<file path="config.mk">
export PLATFORM = sky130hd
export DESIGN_NAME = ddr_traffic_gen
export DESIGN_NICKNAME = d
export VERILOG_FILES = /design/src/rtl/ddr_pkg.sv /design/src/rtl/ddr_traffic_gen.sv
export SDC_FILE = /design/constraint.sdc
export NUM_CORES = 1
export LEC_CHECK = 0
export BUFFER_PORTS_ARGS = -buffer_cell sky130_fd_sc_hd__buf_4
export CAP_MARGIN = 20
export CORE_MARGIN = 4
export CORE_UTILIZATION = 30
export CTS_BUF_LIST = sky130_fd_sc_hd__clkbuf_4
export DETAILED_ROUTE_END_ITERATION = 8
export PLACE_DENSITY = 0.77
export SLEW_MARGIN = 20
export SYNTH_ARGS = -nofsm -noshare
export SYNTH_HDL_FRONTEND = slang
export SYNTH_SLANG_ARGS = --single-unit
</file>
<file path="constraint.sdc">
create_clock -name c0_ddr4_clk -period 3 [get_ports c0_ddr4_clk]
set_input_delay 0 -clock c0_ddr4_clk [delete_from_list [all_inputs] [get_ports c0_ddr4_clk]]
set_output_delay 0 -clock c0_ddr4_clk [all_outputs]
set_load 0.01 [all_outputs]
</file>
<file path="src/rtl/ddr_pkg.sv">
package ddr_pkg;

  // **************************************************
  // Application interface geometry
  // **************************************************
  localparam int APP_ADDR_WIDTH = 10;
  localparam int APP_DATA_WIDTH = 64;

  // Requester tag carried through the memory with each read
  localparam int REQ_ID_WIDTH = 1;
  localparam logic [REQ_ID_WIDTH-1:0] REQ_ID_TG = 1'b0;
  localparam logic [REQ_ID_WIDTH-1:0] REQ_ID_HOST = 1'b1;

  // **************************************************
  // Controller timing
  // **************************************************
  localparam int CALIB_CYCLES = 16;
  localparam int CALIB_CNT_WIDTH = $clog2(CALIB_CYCLES);
  localparam int READ_LATENCY = 4;

  // **************************************************
  // Traffic generator region and pattern
  // **************************************************
  localparam logic [APP_ADDR_WIDTH-1:0] TG_BASE = 10'h100;
  localparam int TG_WORDS = 16;
  // Wide enough to count one past the last word
  localparam int TG_CNT_WIDTH = $clog2(TG_WORDS + 1);
  // Word at address a is a XOR this value
  localparam logic [APP_DATA_WIDTH-1:0] TG_PATTERN = 64'hC0DE_5A5A_A5A5_0F0F;

endpackage

</file>
<file path="src/rtl/ddr_traffic_gen.sv">
module ddr_traffic_gen import ddr_pkg::*; (
  input  logic                      c0_ddr4_clk,
  input  logic                      reset_i,
  input  logic                      start_i,
  input  logic                      verify_only_i,
  input  logic                      calib_done_i,
  input  logic                      gnt_i,
  input  logic                      rvalid_i,
  input  logic [APP_DATA_WIDTH-1:0] rdata_i,
  output logic                      req_o,
  output logic                      we_o,
  output logic [APP_ADDR_WIDTH-1:0] addr_o,
  output logic [APP_DATA_WIDTH-1:0] wdata_o,
  output logic                      done_o,
  output logic                      compare_error_o
);

  typedef enum logic [1:0] {
    ST_IDLE,
    ST_WRITE,
    ST_READ,
    ST_WAIT
  } tg_state_e;

  tg_state_e                 state_q;
  logic [TG_CNT_WIDTH-1:0]   iss_cnt_q;
  logic [TG_CNT_WIDTH-1:0]   ret_cnt_q;
  logic                      done_q;
  logic                      err_q;
  logic                      start_acc;
  logic                      last_iss;
  logic                      last_ret;
  logic [APP_ADDR_WIDTH-1:0] ret_addr;
  logic [APP_DATA_WIDTH-1:0] exp_data;

  function automatic logic [APP_DATA_WIDTH-1:0] pattern_word(
    input logic [APP_ADDR_WIDTH-1:0] addr
  );
    return APP_DATA_WIDTH'(addr) ^ TG_PATTERN;
  endfunction

  assign start_acc = start_i && calib_done_i && (state_q == ST_IDLE);
  assign last_iss  = iss_cnt_q == TG_CNT_WIDTH'(TG_WORDS - 1);
  assign last_ret  = rvalid_i && (ret_cnt_q == TG_CNT_WIDTH'(TG_WORDS - 1));

  // Request side, held steady until granted
  assign req_o   = (state_q == ST_WRITE) || (state_q == ST_READ);
  assign we_o    = state_q == ST_WRITE;
  assign addr_o  = TG_BASE + APP_ADDR_WIDTH'(iss_cnt_q);
  assign wdata_o = pattern_word(addr_o);

  // Returns arrive in issue order
  assign ret_addr = TG_BASE + APP_ADDR_WIDTH'(ret_cnt_q);
  assign exp_data = pattern_word(ret_addr);

  assign done_o          = done_q;
  assign compare_error_o = err_q;

  // **************************************************
  // Sequencer
  // **************************************************
  always_ff @(posedge c0_ddr4_clk) begin
    if (reset_i) begin
      state_q   <= ST_IDLE;
      iss_cnt_q <= '0;
      ret_cnt_q <= '0;
      done_q    <= 1'b0;
      err_q     <= 1'b0;
    end else begin
      done_q <= 1'b0;
      case (state_q)
        ST_IDLE: begin
          if (start_acc) begin
            err_q     <= 1'b0;
            iss_cnt_q <= '0;
            ret_cnt_q <= '0;
            state_q   <= verify_only_i ? ST_READ : ST_WRITE;
          end
        end
        ST_WRITE: begin
          if (gnt_i) begin
            if (last_iss) begin
              iss_cnt_q <= '0;
              state_q   <= ST_READ;
            end else begin
              iss_cnt_q <= iss_cnt_q + 1'b1;
            end
          end
        end
        ST_READ: begin
          if (gnt_i) begin
            iss_cnt_q <= iss_cnt_q + 1'b1;
            if (last_iss) begin
              state_q <= ST_WAIT;
            end
          end
        end
        ST_WAIT: begin
          // Drain the reads still in the memory pipeline
          if (last_ret) begin
            state_q <= ST_IDLE;
            done_q  <= 1'b1;
          end
        end
        default: state_q <= ST_IDLE;
      endcase

      // Compare runs alongside issue, reads overlap in the pipeline
      if (rvalid_i) begin
        ret_cnt_q <= ret_cnt_q + 1'b1;
        if (rdata_i != exp_data) begin
          err_q <= 1'b1;
        end
      end
    end
  end

  // Arbiter routing must only hand back reads this block issued
  a_no_orphan_return: assert property (
    @(posedge c0_ddr4_clk) disable iff (reset_i)
    rvalid_i |-> (state_q inside {ST_READ, ST_WAIT}) && (ret_cnt_q < iss_cnt_q)
  );

endmodule

</file>
# After elaboration in Yosys (flattened, before gate mapping)
# Index checks and enable logic that the tools add are counted.
[classes] reduce_logical=12 add_sub_neg=4 bitwise=3 mux=20 eq_ne=12
[op_table] op="64-bit inequality test" n=1
[op_table] op="6-bit inverter with 32-bit output" n=2
[op_table] op="5-bit two-way mux" n=6
[op_table] op="9-bit by 5-bit adder with 10-bit output (first input constant)" n=2
[op_table] op="5-bit case mux with 3 select lines" n=1
[op_table] op="2-bit two-way mux" n=7
[op_table] op="5-bit by 1-bit adder with 5-bit output (second input constant)" n=2
[op_table] op="5-bit by 4-bit == test with 1-bit output (second input constant)" n=2
[op_table] op="2-bit inequality test (second input constant)" n=5
[op_table] op="2-bit case mux with 4 select lines" n=1
[op_table] op="6-bit AND reduction" n=1
[op_table] op="1-bit two-way mux" n=5
[op_table] op="2-bit == test (second input constant)" n=2
[op_table] op="4-bit AND reduction" n=1
[op_table] op="2-bit nonzero test" n=2
[op_table] op="1-bit logical AND" n=3
[op_table] op="3-bit nonzero test" n=1
[op_table] op="2-bit by 1-bit == test with 1-bit output (second input constant)" n=1
[op_table] op="2-bit logical NOT" n=1
[op_table] op="2-bit by 1-bit inequality test with 1-bit output (second input constant)" n=1
[op_table] op="2-bit AND reduction" n=1
[op_table] op="2-bit OR reduction" n=1
[op_table] op="1-bit logical OR" n=1
[op_table] op="1-bit inverter" n=1
[word_totals] wordCells=56 regBits=14 out_inout_bits=78

# Depth between registers and ports, before layout
[depth] depth_word=6 ltp_mapped=8 depth_no_buf=8

# Least setup slack after synthesis
# Ideal clock, no wire load.
[synth_path] kind="reg2reg" from="register ret_cnt_q[0]" to="register state_q[0]" required_time_ps=2872 arrival_ps=1461 path_stages_with_launch=8 setup_time_ps=128 period_less_slack_ps=1589 slack_ps=1411 cell_sequence="dfxtp_1 > ha_1 > and3_1 > ha_1 > nand2_1 > a211oi_2 > mux2i_1 > nor2_1"
[synth_via] elab_chain_cells=4
[synth_lines] item="from (decl)" line="ddr_traffic_gen.sv:27" source="logic [TG_CNT_WIDTH-1:0] ret_cnt_q;"
[synth_lines] item="from (signal assigned)" line="ddr_traffic_gen.sv:110" source="ret_cnt_q <= ret_cnt_q + 1'b1;"
[synth_lines] item="5-bit by 4-bit == test with 1-bit output" line="ddr_traffic_gen.sv:44" source="assign last_ret = rvalid_i && (ret_cnt_q == TG_CNT_WIDTH'(TG_WORDS - 1));"
[synth_lines] item="1-bit logical AND" line="ddr_traffic_gen.sv:44"
[synth_lines] item="2-bit inequality test (no source line)"
[synth_lines] item="6-bit AND reduction (no source line)"
[synth_lines] item="to (signal assigned)" line="ddr_traffic_gen.sv:77" source="state_q <= verify_only_i ? ST_READ : ST_WRITE;"
[synth_lines] item="to (decl)" line="ddr_traffic_gen.sv:25" source="tg_state_e state_q;"
# Every way passes these cells.
# A chain may end at the register's enable or synchronous reset.

# Final worst setup path
[layout_path] from="register state_q[0]" to="register iss_cnt_q[3]"
[layout_via] elab_chain_cells=4
[layout_lines] item="2-bit logical NOT" line="ddr_traffic_gen.sv:42, ddr_traffic_gen.sv:71"
[layout_lines] item="1-bit logical AND" line="ddr_traffic_gen.sv:42" source="assign start_acc = start_i && calib_done_i && (state_q == ST_IDLE);"
[layout_lines] item="2-bit inequality test (no source line)"
[layout_lines] item="4-bit AND reduction (no source line)"
[layout_lines] item="to (signal assigned)" line="ddr_traffic_gen.sv:86" source="iss_cnt_q <= iss_cnt_q + 1'b1;"
[layout_lines] item="to (signal assigned)" line="ddr_traffic_gen.sv:92" source="iss_cnt_q <= iss_cnt_q + 1'b1;"
[layout_lines] item="to (decl)" line="ddr_traffic_gen.sv:26" source="logic [TG_CNT_WIDTH-1:0] iss_cnt_q;"
# Parallel ways exist; a longest one is shown, timed or not.

==> results.toml <==
[timing]
final_period_minus_worst_setup_slack_ns = 1.72
finalWorstSetupSlack_ns = 1.28
setup-tns-final_ns = 0
setup_viol = 0
max_clock_freq_ghz = 0.583
rsz0062_at_grt = "no"
fin_worst_skew_ns = 0.00362
fin_crit_sh_pct = 57.2
timing_max_transition_violations_final = 0
final-hold-violation-count = 0

[cells_and_area]
post-route-util_pct = 41.7
nets = 351
stdcell_count = 336
layout-area-overhead-vs-synth_pct = 31.2
final_cell_mix = "84 x sky130_fd_sc_hd__buf_4, 64 x sky130_fd_sc_hd__conb_1, 14 x sky130_fd_sc_hd__dfxtp_1"
final_layout_size_suffix_gt1_share_pct = 34.2
final_common_cell = "sky130_fd_sc_hd__buf_4"
total_inserted_antenna_cells = 0

[power]
total_power_uw = 840
power.leakage_uw = 0.00104
irDropWorstVdd_mv = 0.309
power_density_nw_per_um2 = 412

[clocking]
cts-buffers-inserted = 3
setup_bufs_post_cts = 0
cts_tree = "yes"
clock_path_buffers = 2
root_buffer = "sky130_fd_sc_hd__clkbuf_4"
tritoncts_num_sinks = 14
worst_setup_hold_path_clk_slew_ns = 0.09
worst_skew_pair.late_latency_ns = 0.28
cts_hold_buf = 1
cts_repair_resize_count = 0
cts_htree_levels = 1

[worst_hold_path]
worst_hold_path.num_cells = 3
hold_wc_path_type = "input port to flip-flop"
min_from = "rvalid_i"
min_delay_worst_endpoint = "ret_cnt_q[0]"

[yosys]
ys_warnings = 0
synth_top_area_share_pct = 31.9
synth.top_cells.by_area = "sky130_fd_sc_hd__buf_4 32%, sky130_fd_sc_hd__dfxtp_1 18%, sky130_fd_sc_hd__ha_1 8.1%, sky130_fd_sc_hd__nor4bb_1 3.9%, sky130_fd_sc_hd__nor4b_1 2.8%"
synth_largest_area_cell = "sky130_fd_sc_hd__buf_4"
synth_simple_gate_area_share_pct = 21.4
syn_inst_count = 185
ys_ff_latch = 14
synth_top_family_by_area = "buffers and inverters"
synth_compound_area_share_pct = 10.9
synth_seq_area_share_pct = 18.0
synthAdderAreaFrac_pct = 8.06
post_synthesis_instance_area_um2 = 1550
synth_cell_types = 38
synth_xor_area_share_pct = 3.95
average_footprint_of_a_synthesized_cell_um2 = 8.39
post_synth_mux_area_share_pct = 2.58

[worst_setup_path]
highest_fanout_seen_on_the_critical_path = 7
crit_path_end_kind = "flip-flop"
cp_data_required_time_ns = 3.18
crit_path_start_kind = "flip-flop"
crit_type = "flip-flop to flip-flop"
r2r_cells = 6
worst_r2r_startpoint = "state_q[0]"
reg2reg_slack_ns = 1.28
worst_r2r_endpoint = "iss_cnt_q[3]"
arrival_ns = 1.89

[detailed_routing]
routed-via-count = 1374
detail_route.iter0.violations = 50
wl_mm = 3.90
detailedRoute.firstPassIterationCount = 4
drc = 0
routed_via_density = 4.09
ant_nets = 0
route.detailed.wl_per_inst_um = 11.6

[run]
max-cap-violations = 0

[grt]
grtUsageTotal_pct = 10.6
initial_antenna_violation_count = 0
grt.overflow.total = 0
grt_first_pass_wirelength_mm = 5.46
grt_pass1_vias = 1262
grt_max_degree = 12

[floorplan]
floorplan.die_area_um2 = 6390
die_height_um = 79.9
io-pin-count = 149
fp.coreArea_um2 = 4880
num_rows = 25
die_w_um = 79.9
effective_utilization_at_floorplan_pct = 31.8

[place]
hpwl_mm = 3.42
buffer_ports.inserted = 84
place.gp.congestion = 0.746
place.detailed.instances = 331
preCtsSetupSlack_ns = 1.31

[outcome]
run_status = "finished, final reports clean"
-- through the flow --
| stage | hold slack [ns] | area (um^2) |
|---|---|---|
| after floorplan | 0.157 | 1790 |
| after global placement | 0.275 | 2000 |
| after detailed placement | 0.276 | 2000 |
| after CTS | 0.0204 | 2040 |
| after global routing | 0.0319 | 2040 |
| final | 0.0311 | 2040 |
-- power by group --
group          total (uW)  internal [uW]  leakage, uW  switching, uW
Clock                 110           48.2    0.0000154           62.1
Combinational         487            241     0.000914            246
Sequential            242            210     0.000114           32.1
Total                 840            500      0.00104            340
-- Yosys cell counts, drive strengths merged --
cell and number:
nor2b 4, nor3 1, a21oi 8, o21ai 3, a22oi 1, a21boi 1, inv 10, nor4b 5
nand2b 1, ha 10, nand3b 1, a2bb2oi 1, and2 2, xor2 4, and3 2, nor4bb 6
nor2 7, nor4 2, a211oi 5, and3b 1, a31oi 1, a41oi 1, nand2 3, conb 2
dfxtp 14, nand4 5, xnor2 3, buf 66, mux2i 4, and4b 2, nor3b 1, clkbuf 1
o21a 1, o21ba 1, nand3 5
-- logic make-up after synthesis --
kind of cell	Yosys count
other cells	2
xor+xnor	7
simple gates	48
flops	14
fa+ha+maj	10
mux	4
compound gates	23
buf+inv	77
-- routing by layer --
metal	global-route usage, %	share of wire, %
met5	0	0
met4	2.53	0.44
met3	5.30	16
met2	19.3	50
met1	10.7	33
-- flip-flops by register name, summed over array words and instances (netlist names) --
name	count
iss_cnt_q	5
ret_cnt_q	5
state_q	2
compare_error_o	1
done_o	1
-- how the worst max path moves through the flow --
| stage | to | cells past startpoint | slack, ns | from |
|---|---|---|---|---|
| after global routing | state_q[1] | 7 | 1.07 | ret_cnt_q[0] |
| after floorplan | state_q[0] | 7 | 1.41 | ret_cnt_q[0] |
| after global placement | state_q[0] | 7 | 1.34 | ret_cnt_q[0] |
| after CTS | state_q[0] | 7 | 1.28 | ret_cnt_q[0] |
| final | iss_cnt_q[3] | 6 | 1.28 | state_q[0] |
| after detailed placement | state_q[0] | 7 | 1.31 | ret_cnt_q[0] |
-- area by class of cell --
cell class	instances	area, um^2
clock buffer	3	22.5
clock inverter	1	3.75
fill	513	2840
inverter	10	37.5
multi-input combinational	156	968
sequential	14	280
tap	67	83.8
timing repair buffer	85	641
-- worst max-delay path: stages, from the launching register on --
cell,delay [ns]
sky130_fd_sc_hd__dfxtp_1,0.43
sky130_fd_sc_hd__inv_1,0.09
sky130_fd_sc_hd__ha_1,0.28
sky130_fd_sc_hd__a21boi_4,0.19
sky130_fd_sc_hd__nor3_4,0.33
sky130_fd_sc_hd__a21oi_2,0.14
sky130_fd_sc_hd__and2_1,0.16
Power figures use the tool's default switching activity.
