--- src/rtl/ddr_pkg.sv ---
package ddr_pkg;

  // **************************************************
  // Application interface geometry
  // **************************************************
  localparam int APP_ADDR_WIDTH = 10;
  localparam int APP_DATA_WIDTH = 64;

  // Requester tag carried through the memory with each read
  localparam int REQ_ID_WIDTH = 1;
  localparam logic [REQ_ID_WIDTH-1:0] REQ_ID_TG = 1'b0;
  localparam logic [REQ_ID_WIDTH-1:0] REQ_ID_HOST = 1'b1;

  // **************************************************
  // Controller timing
  // **************************************************
  localparam int CALIB_CYCLES = 16;
  localparam int CALIB_CNT_WIDTH = $clog2(CALIB_CYCLES);
  localparam int READ_LATENCY = 4;

  // **************************************************
  // Traffic generator region and pattern
  // **************************************************
  localparam logic [APP_ADDR_WIDTH-1:0] TG_BASE = 10'h100;
  localparam int TG_WORDS = 16;
  // Wide enough to count one past the last word
  localparam int TG_CNT_WIDTH = $clog2(TG_WORDS + 1);
  // Word at address a is a XOR this value
  localparam logic [APP_DATA_WIDTH-1:0] TG_PATTERN = 64'hC0DE_5A5A_A5A5_0F0F;

endpackage

--- src/rtl/ddr_app_arbiter.sv ---
module ddr_app_arbiter import ddr_pkg::*; (
  input  logic                      c0_ddr4_clk,
  input  logic                      reset_i,
  input  logic                      app_rdy_i,
  input  logic                      tg_req_i,
  input  logic                      tg_we_i,
  input  logic [APP_ADDR_WIDTH-1:0] tg_addr_i,
  input  logic [APP_DATA_WIDTH-1:0] tg_wdata_i,
  input  logic                      host_req_i,
  input  logic                      host_we_i,
  input  logic [APP_ADDR_WIDTH-1:0] host_addr_i,
  input  logic [APP_DATA_WIDTH-1:0] host_wdata_i,
  input  logic                      app_rd_valid_i,
  input  logic [APP_DATA_WIDTH-1:0] app_rd_data_i,
  input  logic [REQ_ID_WIDTH-1:0]   app_rd_id_i,
  output logic                      tg_gnt_o,
  output logic                      tg_rvalid_o,
  output logic [APP_DATA_WIDTH-1:0] tg_rdata_o,
  output logic                      host_gnt_o,
  output logic                      host_rvalid_o,
  output logic [APP_DATA_WIDTH-1:0] host_rdata_o,
  output logic                      app_en_o,
  output logic                      app_we_o,
  output logic [APP_ADDR_WIDTH-1:0] app_addr_o,
  output logic [APP_DATA_WIDTH-1:0] app_wdata_o,
  output logic [REQ_ID_WIDTH-1:0]   app_id_o
);

  logic last_host_q;
  logic tg_win;
  logic host_win;

  // On a tie the requester not served last wins
  assign tg_win   = tg_req_i && (!host_req_i || last_host_q);
  assign host_win = host_req_i && (!tg_req_i || !last_host_q);

  assign tg_gnt_o   = app_rdy_i && tg_win;
  assign host_gnt_o = app_rdy_i && host_win;

  always_ff @(posedge c0_ddr4_clk) begin
    if (reset_i) begin
      last_host_q <= 1'b1;
    end else if (tg_gnt_o) begin
      last_host_q <= 1'b0;
    end else if (host_gnt_o) begin
      last_host_q <= 1'b1;
    end
  end

  // **************************************************
  // Command mux toward the memory
  // **************************************************
  assign app_en_o    = tg_gnt_o || host_gnt_o;
  assign app_we_o    = host_gnt_o ? host_we_i : tg_we_i;
  assign app_addr_o  = host_gnt_o ? host_addr_i : tg_addr_i;
  assign app_wdata_o = host_gnt_o ? host_wdata_i : tg_wdata_i;
  assign app_id_o    = host_gnt_o ? REQ_ID_HOST : REQ_ID_TG;

  // Read returns steered back by the tag that went out with the command
  assign tg_rvalid_o   = app_rd_valid_i && (app_rd_id_i == REQ_ID_TG);
  assign host_rvalid_o = app_rd_valid_i && (app_rd_id_i == REQ_ID_HOST);
  assign tg_rdata_o    = app_rd_data_i;
  assign host_rdata_o  = app_rd_data_i;

  a_grant_onehot: assert property (
    @(posedge c0_ddr4_clk) disable iff (reset_i)
    !(tg_gnt_o && host_gnt_o)
  );

  a_no_grant_unready: assert property (
    @(posedge c0_ddr4_clk) disable iff (reset_i)
    !app_rdy_i |-> !(tg_gnt_o || host_gnt_o)
  );

endmodule

--- config.mk ---
export PLATFORM = sky130hd
export DESIGN_NAME = ddr_app_arbiter
export DESIGN_NICKNAME = d
export VERILOG_FILES = /design/src/rtl/ddr_pkg.sv /design/src/rtl/ddr_app_arbiter.sv
export SDC_FILE = /design/constraint.sdc
export NUM_CORES = 1
export LEC_CHECK = 0
export ABC_AREA = 1
export BUFFER_PORTS_ARGS = -buffer_cell sky130_fd_sc_hd__buf_2
export CAP_MARGIN = 20
export CORE_AREA = 2 2 168 170
export CTS_CLUSTER_SIZE = 14
export DETAILED_ROUTE_END_ITERATION = 16
export DIE_AREA = 0 0 170 172
export GPL_TIMING_DRIVEN = 0
export SYNTH_ARGS = -nofsm -noshare
export SYNTH_HDL_FRONTEND = slang
export SYNTH_SLANG_ARGS = --single-unit
--- constraint.sdc ---
create_clock -name c0_ddr4_clk -period 1.2 [get_ports c0_ddr4_clk]
set_input_delay 0.24 -clock c0_ddr4_clk [delete_from_list [all_inputs] [get_ports c0_ddr4_clk]]
set_output_delay 0.24 -clock c0_ddr4_clk [all_outputs]
set_load 0.005 [all_outputs]
-- Yosys cells after proc, flatten, opt, wreduce, memory -nomap -nowiden
Cells that the tools add are included.
- input port bits: 221
- flip-flop bits (word level): 1
- logic and storage cells: 21
- output and inout bits: 209
- bitwise logic cells: 1
- muxes and demuxes: 6
- reductions and logical operators: 13
- operator list (operator ; number):
    $mux W64 ; 1
    $mux W10 ; 1
    $logic_and A1 B1 Y1 ; 6
    $mux W1 ; 4
    $logic_not A1 Y1 ; 3
    $logic_or A1 B1 Y1 ; 3
    $reduce_bool A2 Y1 ; 1
    $not A1 Y1 ; 1

-- Logic depth before layout (Yosys ltp)
Gate-level depths: netlist of run 1.
- depth in word-level cells: 6
- depth in mapped cells: 7
- gate-level depth less buffers: 5

-- Worst setup path before layout of run 1
No wires, ideal clock.
- path type: flip-flop to output port
- start: register last_host_q
- end: output port host_gnt_o
- buffers on the path: 3
- arrival: 0.937 ns
- setup slack: 0.023 ns
- stages on the path, launching flop included: 7
- cell sequence: dfxtp_1 nand2_2 nand2_2 buf_6 buf_6 inv_1 buf_4
- word-level cells in the longest chain between the ends: 4
- ends and longest elaborated chain (what ; line ; RTL):
    start: declaration ; ddr_app_arbiter.sv:29 ; logic last_host_q;
    start signal: assignment ; ddr_app_arbiter.sv:42 ; last_host_q <= 1'b1;
    start signal: assignment ; ddr_app_arbiter.sv:44 ; last_host_q <= 1'b0;
    start signal: assignment ; ddr_app_arbiter.sv:46 ; last_host_q <= 1'b1;
    $logic_not A1 Y1 ; ddr_app_arbiter.sv:35 ; assign host_win = host_req_i && (!tg_req_i || !last_host_q);
    $logic_or A1 B1 Y1 ; ddr_app_arbiter.sv:35 ;
    $logic_and A1 B1 Y1 ; ddr_app_arbiter.sv:35 ;
    $logic_and A1 B1 Y1 ; ddr_app_arbiter.sv:38 ; assign host_gnt_o = app_rdy_i && host_win;
    end: declaration ; ddr_app_arbiter.sv:19 ; output logic host_gnt_o,
No other way between the ends.

-- Worst setup path after layout of run 1
- start: input port app_rdy_i
- end: output port app_wdata_o[59]
- word-level cells in the longest chain between the ends: 2
- ends and longest elaborated chain (what ; line ; RTL):
    start: declaration ; ddr_app_arbiter.sv:4 ; input logic app_rdy_i,
    $logic_and A1 B1 Y1 ; ddr_app_arbiter.sv:38 ;
    $mux W64 ; ddr_app_arbiter.sv:56 ; assign app_wdata_o = host_gnt_o ? host_wdata_i : tg_wdata_i;
    end: declaration ; ddr_app_arbiter.sv:25 ; output logic [APP_DATA_WIDTH-1:0] app_wdata_o,
No other way between the ends.

==> results by group, run 1 <==
Floorplanning
  • Core box area: approximately 27,000 µm²
  • Initial Util: slightly below 8%
  • Row count: 61
  • Ports: 430
  • Die Span X: 170 µm
  • Die boundary height: around 170 µm
  • Die Footprint: between 20,000 and 30,000 µm²

Routing
  • Routed Antenna Nets: 0
  • Detailed Route Iter0 Violations: 63
  • Detailed Route WL: about 13,000 µm
  • # DRC: 0
  • WL per Instance: about 12 µm
  • Via Count: roughly 3,700
  • Initial DRT Pass Iterations: 4
  • Drt via density: 3.30

Yosys
  • Yosys reg bits: 1
  • Post-synthesis cell count: 394
  • Top post-synthesis cells by area: buf_4 47%, nand2_1 27%, nand3_1 17%, buf_2 2.6%, buf_6 2.1%
  • Post-synthesis average cell area: approximately 5.5 µm²
  • Sequential cell area fraction in the yosys report: less than 1%
  • Cell area after synthesis: ~2200 µm²
  • Mapped Nets: between 600 and 700
  • Yosys warnings: 0
  • Synth unique cells: 12
  • Synth top area share: a little under half
  • Area leader, netlist: buf_4

Timing
  • Setup ws final: -160 ps
  • Tmin final: about 1400 ps
  • Setup violators final: 77
  • Worst-Margin Slew: ~180 ps
  • Worst Hold Slack: approximately 490 ps
  • Clock skew: 0 ps
  • RSZ-0062 raised after global routing: yes
  • Slew Limit Headroom: 87.8%
  • Fin. max-slew vios: 0
  • Fmax: approximately 740 MHz
  • Period utilisation layout: 113%
  • Setup tns final: -7500 ps
  • Final hold vios: 0

Pwr
  • Comb pwr share: a little over nine tenths
  • Peak VDD IR: between 0.2 and 0.25 mV
  • P_sw: 755 µW
  • Clock power share: 0%
  • Leak Pwr: 0.00309 µW
  • Int Pwr: 1100 µW
  • Switching Share: around two fifths
  • Overall Power: ~1900 µW
  • Pwr dens: 367 nW/µm²
  • Sequential share of power: 2.2%

CTS
  • Hold-fix buffers, CTS: 0
  • Clk_lat worst skew: 0 ps
  • CTS clk-pin slew, worst paths: 0 ps

GRT
  • Largest net degree at the start of global routing: 11
  • First-pass GRT wire length: roughly 17,000 µm
  • Vias in the first global route: 3,090
  • Initial antenna violation count: 1
  • Total congestion overflow: 0
  • GRT Overall Usage: 7.39%

Place
  • DP HPWL: around 11,000 µm
  • Placed cell count: approximately 1,100
  • Port bufs: 365
  • GP Congestion: 0.747

Run
  • Max_cap viols: 0

Final layout
  • Share of layout cells above drive strength 1: between 70 and 80%
  • Layout net count: about 1,000
  • Commonest cells after routing, fill and taps aside: 353 x buf_2, 139 x buf_4, 115 x nand2_1, 73 x nand3_1, 26 x nand2_2
  • Fin cells: between 1,000 and 1,500
  • Antenna Diode Count: 0
  • Max reg flops: 1
  • Largest Register: last_host_q
  • Fillers: around 3,100
  • Syn-to-layout area delta: 135%
  • Commonest non-fill, non-tap cell in the layout: buf_2
  • Leading registers by flop count: last_host_q x1

Worst setup path
  • CP cell instances: buf_8 -> nand2_8 -> inv_8 -> nand2_8 -> buf_12 -> buf_8 -> nand2_1 -> nand2_1 -> buf_2
  • Startpoint types: primary input
  • Delay-heaviest family, CP: buffers and inverters
  • Setup CP Type: primary input to primary output
  • Crit. End Element: primary output
  • CP Data Arrival Time: 1120 ps
  • CP bufs+invs: 5
  • Critical Path RT: between 900 and 1000 ps
  • Max stage delay on crit path: between 150 and 200 ps
  • Slowest stage cell, crit path: buf_12
  • Crit Path Max Fanout: 7

Worst hold path
  • Worst hold path type: primary input to flop

Run status
  • Failing checks: setup timing
  • Status: finished, violations left
-- metal layers --
layer / routed length, µm / global-route usage [%]
met1: 4920 / 8.28
met5: 12 / 0
met3: 933 / 0.687
met4: 227 / 0.892
met2: 7060 / 15.3
-- power groups by stage --
stage          registers, µW  clock network, µW  logic, µW
4_1_cts                 39.9                  0       1770
3_3_place_gp            38.1                  0       1540
6_report                39.9                  0       1810
2_1_floorplan           37.9                  0        731
3_5_place_dp            38.1                  0       1550
5_1_grt                 40.3                  0       1980
-- worst reg2reg max path: cells and delay by family (launching register included) --
kind                   cells  cell delay (ps)
buffers and inverters      3              410
flip-flops                 1              360
AND/OR/NAND/NOR            3              250
-- area by class of cell --
cell class / count / area [µm²] / area share (%)
Sequential cell: 1 / 23.8 / 0.470
Inverter: 5 / 28.8 / 0.569
Multi-Input combinational cell: 235 / 1200 / 23.7
Tap cell: 346 / 433 / 8.56
Buffer: 153 / 1280 / 25.2
Timing Repair Buffer: 378 / 2100 / 41.5
-- worst paths after layout --
kind	startpoint	slack, ps	depth (start not counted)	to
worst max-delay path	app_rdy_i	-160	9	app_wdata_o[59]
worst min-delay path	reset_i	490	3	last_host_q$_SDFFE_PP1P_
worst max register to register	last_host_q$_SDFFE_PP1P_	60	6	last_host_q$_SDFFE_PP1P_
worst min register to register	last_host_q$_SDFFE_PP1P_	520	2	last_host_q$_SDFFE_PP1P_
-- cell families (layout without fill, tap and decap cells) --
| logic type | count (synthesis) | count (layout) | share of synthesized area [%] |
|---|---|---|---|
| AND/OR/NAND/NOR | 233 | 233 | 45.3 |
| buffers and inverters | 158 | 536 | 53.3 |
| AO/OA/AOI/OAI | 2 | 2 | 0.465 |
| flip-flops | 1 | 1 | 0.931 |
-- repair_timing --
item	in CTS	in global routing
endpoints found under the setup margin	78	78
gates cloned	3	0
buffers inserted	10	1
resized for setup	99	38
pin swaps	5	4
-- cell usage after synthesis --
master    instances
a21oi_1           2
buf_2            11
buf_4           136
buf_6             4
clkbuf_1          2
dfxtp_1           1
inv_1             4
inv_2             1
nand2_1         155
nand2_2           2
nand3_1          75
nor2_1            1
-- through the flow --
stage / area, µm² / util, % / setup slack [ps]
after floorplan: 2150 / - / 22.5
after global placement: 4410 / 16.1 / -523
after detailed placement: 4410 / 16.1 / -538
after CTS: 4900 / 17.8 / -218
after global routing: 5060 / 18.4 / -229
final: 5060 / 18.4 / -160
No activity file was read; power rests on OpenSTA's default activity.
==> run 2, diff against run 1 <==
--- a/config.mk
+++ b/config.mk
@@ -13,6 +13,7 @@
 export DETAILED_ROUTE_END_ITERATION = 16
 export DIE_AREA = 0 0 170 172
 export GPL_TIMING_DRIVEN = 0
+export REMOVE_ABC_BUFFERS = 1
 export SYNTH_ARGS = -nofsm -noshare
 export SYNTH_HDL_FRONTEND = slang
 export SYNTH_SLANG_ARGS = --single-unit
==> results by group, run 2 (same netlist as run 1, synthesis figures left out) <==
Final layout
  • Syn-to-layout area delta: 95.3%
  • Share of layout cells above drive strength 1: 73.7%
  • Final core occ: 15.3%
  • Fin cells: between 800 and 900
  • Commonest cells after routing, fill and taps aside: 224 x buf_2, 80 x nand2_1, 56 x nand2_2, 54 x nand3_1, 26 x nand2_8
  • Design Area, Final: about 4200 µm²
  • Max reg flops: 1
  • Largest Register: last_host_q
  • Leading registers by flop count: last_host_q x1
  • Layout net count: 755
  • Commonest non-fill, non-tap cell in the layout: buf_2

Timing
  • RSZ-0062 raised after global routing: yes
  • Fin. max-slew vios: 0
  • Period utilisation layout: 117%
  • Setup violators final: a little under 80
  • Final hold vios: 0
  • Fmax: 711 MHz
  • Setup ws final: -207 ps
  • Setup tns final: -12,730 ps
  • Clock skew: 0 ps
  • Worst-Margin Slew: ~270 ps
  • Tmin final: approximately 1400 ps
  • Slew Limit Headroom: about four fifths

Pwr
  • Peak VDD IR: between 0.08 and 0.09 mV
  • Leak Pwr: approximately 0.0021 µW
  • Pwr dens: ~420 nW/µm²

Worst setup path
  • CP dominant cell by count: nand2_8
  • R2R Setup Slk: roughly 10 ps
  • Register-to-Register Path Depth: 6
  • Crit. End Element: primary output
  • Critical Path RT: around 960 ps
  • Setup CP Type: primary input to primary output
  • CP Data Arrival Time: roughly 1200 ps
  • Max stage delay on crit path: 160 ps
  • R2R Path Start: last_host_q$_SDFFE_PP1P_
  • CP cell instances: buf_8 -> nand2_8 -> inv_16 -> buf_16 -> buf_12 -> nand2_8 -> nand2_4 -> nand2_1 -> buf_2
  • Slowest stage cell, crit path: buf_12
  • Reg2Reg Capture Point: last_host_q$_SDFFE_PP1P_
  • Crit Path Max Fanout: 5
  • Startpoint types: primary input

GRT
  • First-pass GRT wire length: around 34,000 µm
  • GRT Overall Usage: between 10% and 20%
  • Largest net degree at the start of global routing: 26
  • Initial antenna violation count: 6
  • Total congestion overflow: 0
  • Vias in the first global route: 2,894

Run status
  • Failing checks: setup timing
  • Status: finished, violations left

Floorplanning
  • Die Footprint: a little under 30,000 µm²
  • Die boundary height: around 170 µm
  • Core box area: ~27,000 µm²
  • Initial Util: approximately 7.8%
  • Ports: 430
  • Row count: 61
  • Die Span X: between 150 and 200 µm

Worst hold path
  • Worst hold path type: primary input to flop
  • End of the worst hold path: last_host_q$_SDFFE_PP1P_
  • Hold path depth: 3
  • Worst Min Path Start: reset_i

Routing
  • Routed Antenna Nets: 0
  • Detailed Route Iter0 Violations: ~130
  • Via Count: around 3,400
  • Detailed Route WL: between 20,000 and 30,000 µm
  • # DRC: 0
  • Drt via density: between 3 and 4
  • Initial DRT Pass Iterations: 4
  • WL per Instance: ~34 µm

CTS
  • CTS clk-pin slew, worst paths: 0 ps
  • Clk_lat worst skew: 0 ps
  • Hold-fix buffers, CTS: 0

Place
  • Placed Area: 2680 µm²
  • GP Congestion: ~0.94
  • Port bufs: around 240
  • Dpl ws: -1480 ps
  • DP HPWL: a little under 20,000 µm
  • Placed cell count: slightly above 800

Run
  • Max_cap viols: 0
[run 2: changes by cell type in the layout (fill, tap and decap cells not counted), moves of 6 or more]
cell	previous run	this run
buf_2	353	224
nand2_2	26	56
nand2_1	115	80
nand3_2	2	19
buf_8	11	5
buf_4	139	5
nand2_8	3	26
buf_12	4	12
nand3_1	73	54
[run 2: final cells by class]
class | instances | area [µm²]
diodes | 3 | 7.51
fillers | 3134 | 23300
inverters | 5 | 37.5
multi-input cells | 258 | 1880
flip-flops and latches | 1 | 23.8
well taps | 346 | 433
repair buffers | 266 | 1800
repair inverters | 2 | 20.0
[run 2: worst max-delay path by stage]
stage                      end  slack [ps]                startpoint  depth (start not counted)
6_report       app_wdata_o[37]        -210                host_req_i                          9
5_1_grt        app_wdata_o[39]        -240                host_req_i                          9
4_1_cts         app_wdata_o[5]        -220                 app_rdy_i                          9
3_5_place_dp   app_wdata_o[37]       -1480                host_req_i                          8
3_3_place_gp   app_wdata_o[60]       -2500                  tg_req_i                          6
2_1_floorplan         app_id_o       -1110  last_host_q$_SDFFE_PP1P_                          3
[run 2: repair_timing]
item	in CTS	in global routing
gates resized for setup	141	61
pin swaps	23	31
setup endpoints to repair	78	77
hold endpoints to repair	0	0
buffers inserted	25	1
gates cloned	24	4
[run 2: critical path: cells and delay by family]
family | cells | cell delay, ps
buffers and inverters | 5 | 560
AND/OR/NAND/NOR | 4 | 350
[run 2: report_power, final]
part / internal (µW) / switching, µW / total (µW)
Clock: 0.000337 / 0 / 0.000337
Combinational: 787 / 931 / 1720
Sequential: 35.8 / 5.98 / 41.8
Total: 823 / 937 / 1760
[run 2: through the flow]
stage | hold WS [ps] | total power, µW
3_5_place_dp | 422 | 940
4_1_cts | 419 | 1610
6_report | 421 | 1760
3_3_place_gp | 418 | 916
2_1_floorplan | 328 | 367
5_1_grt | 452 | 1880
[run 2: routing by layer]
layer  up-vias  track usage (%)  share of wire, %
li1       1433                -                 -
met1      1514             15.8                30
met2       381             31.4                46
met3        24             19.8                22
met4        10            0.743              0.67
met5         -             7.30              0.95
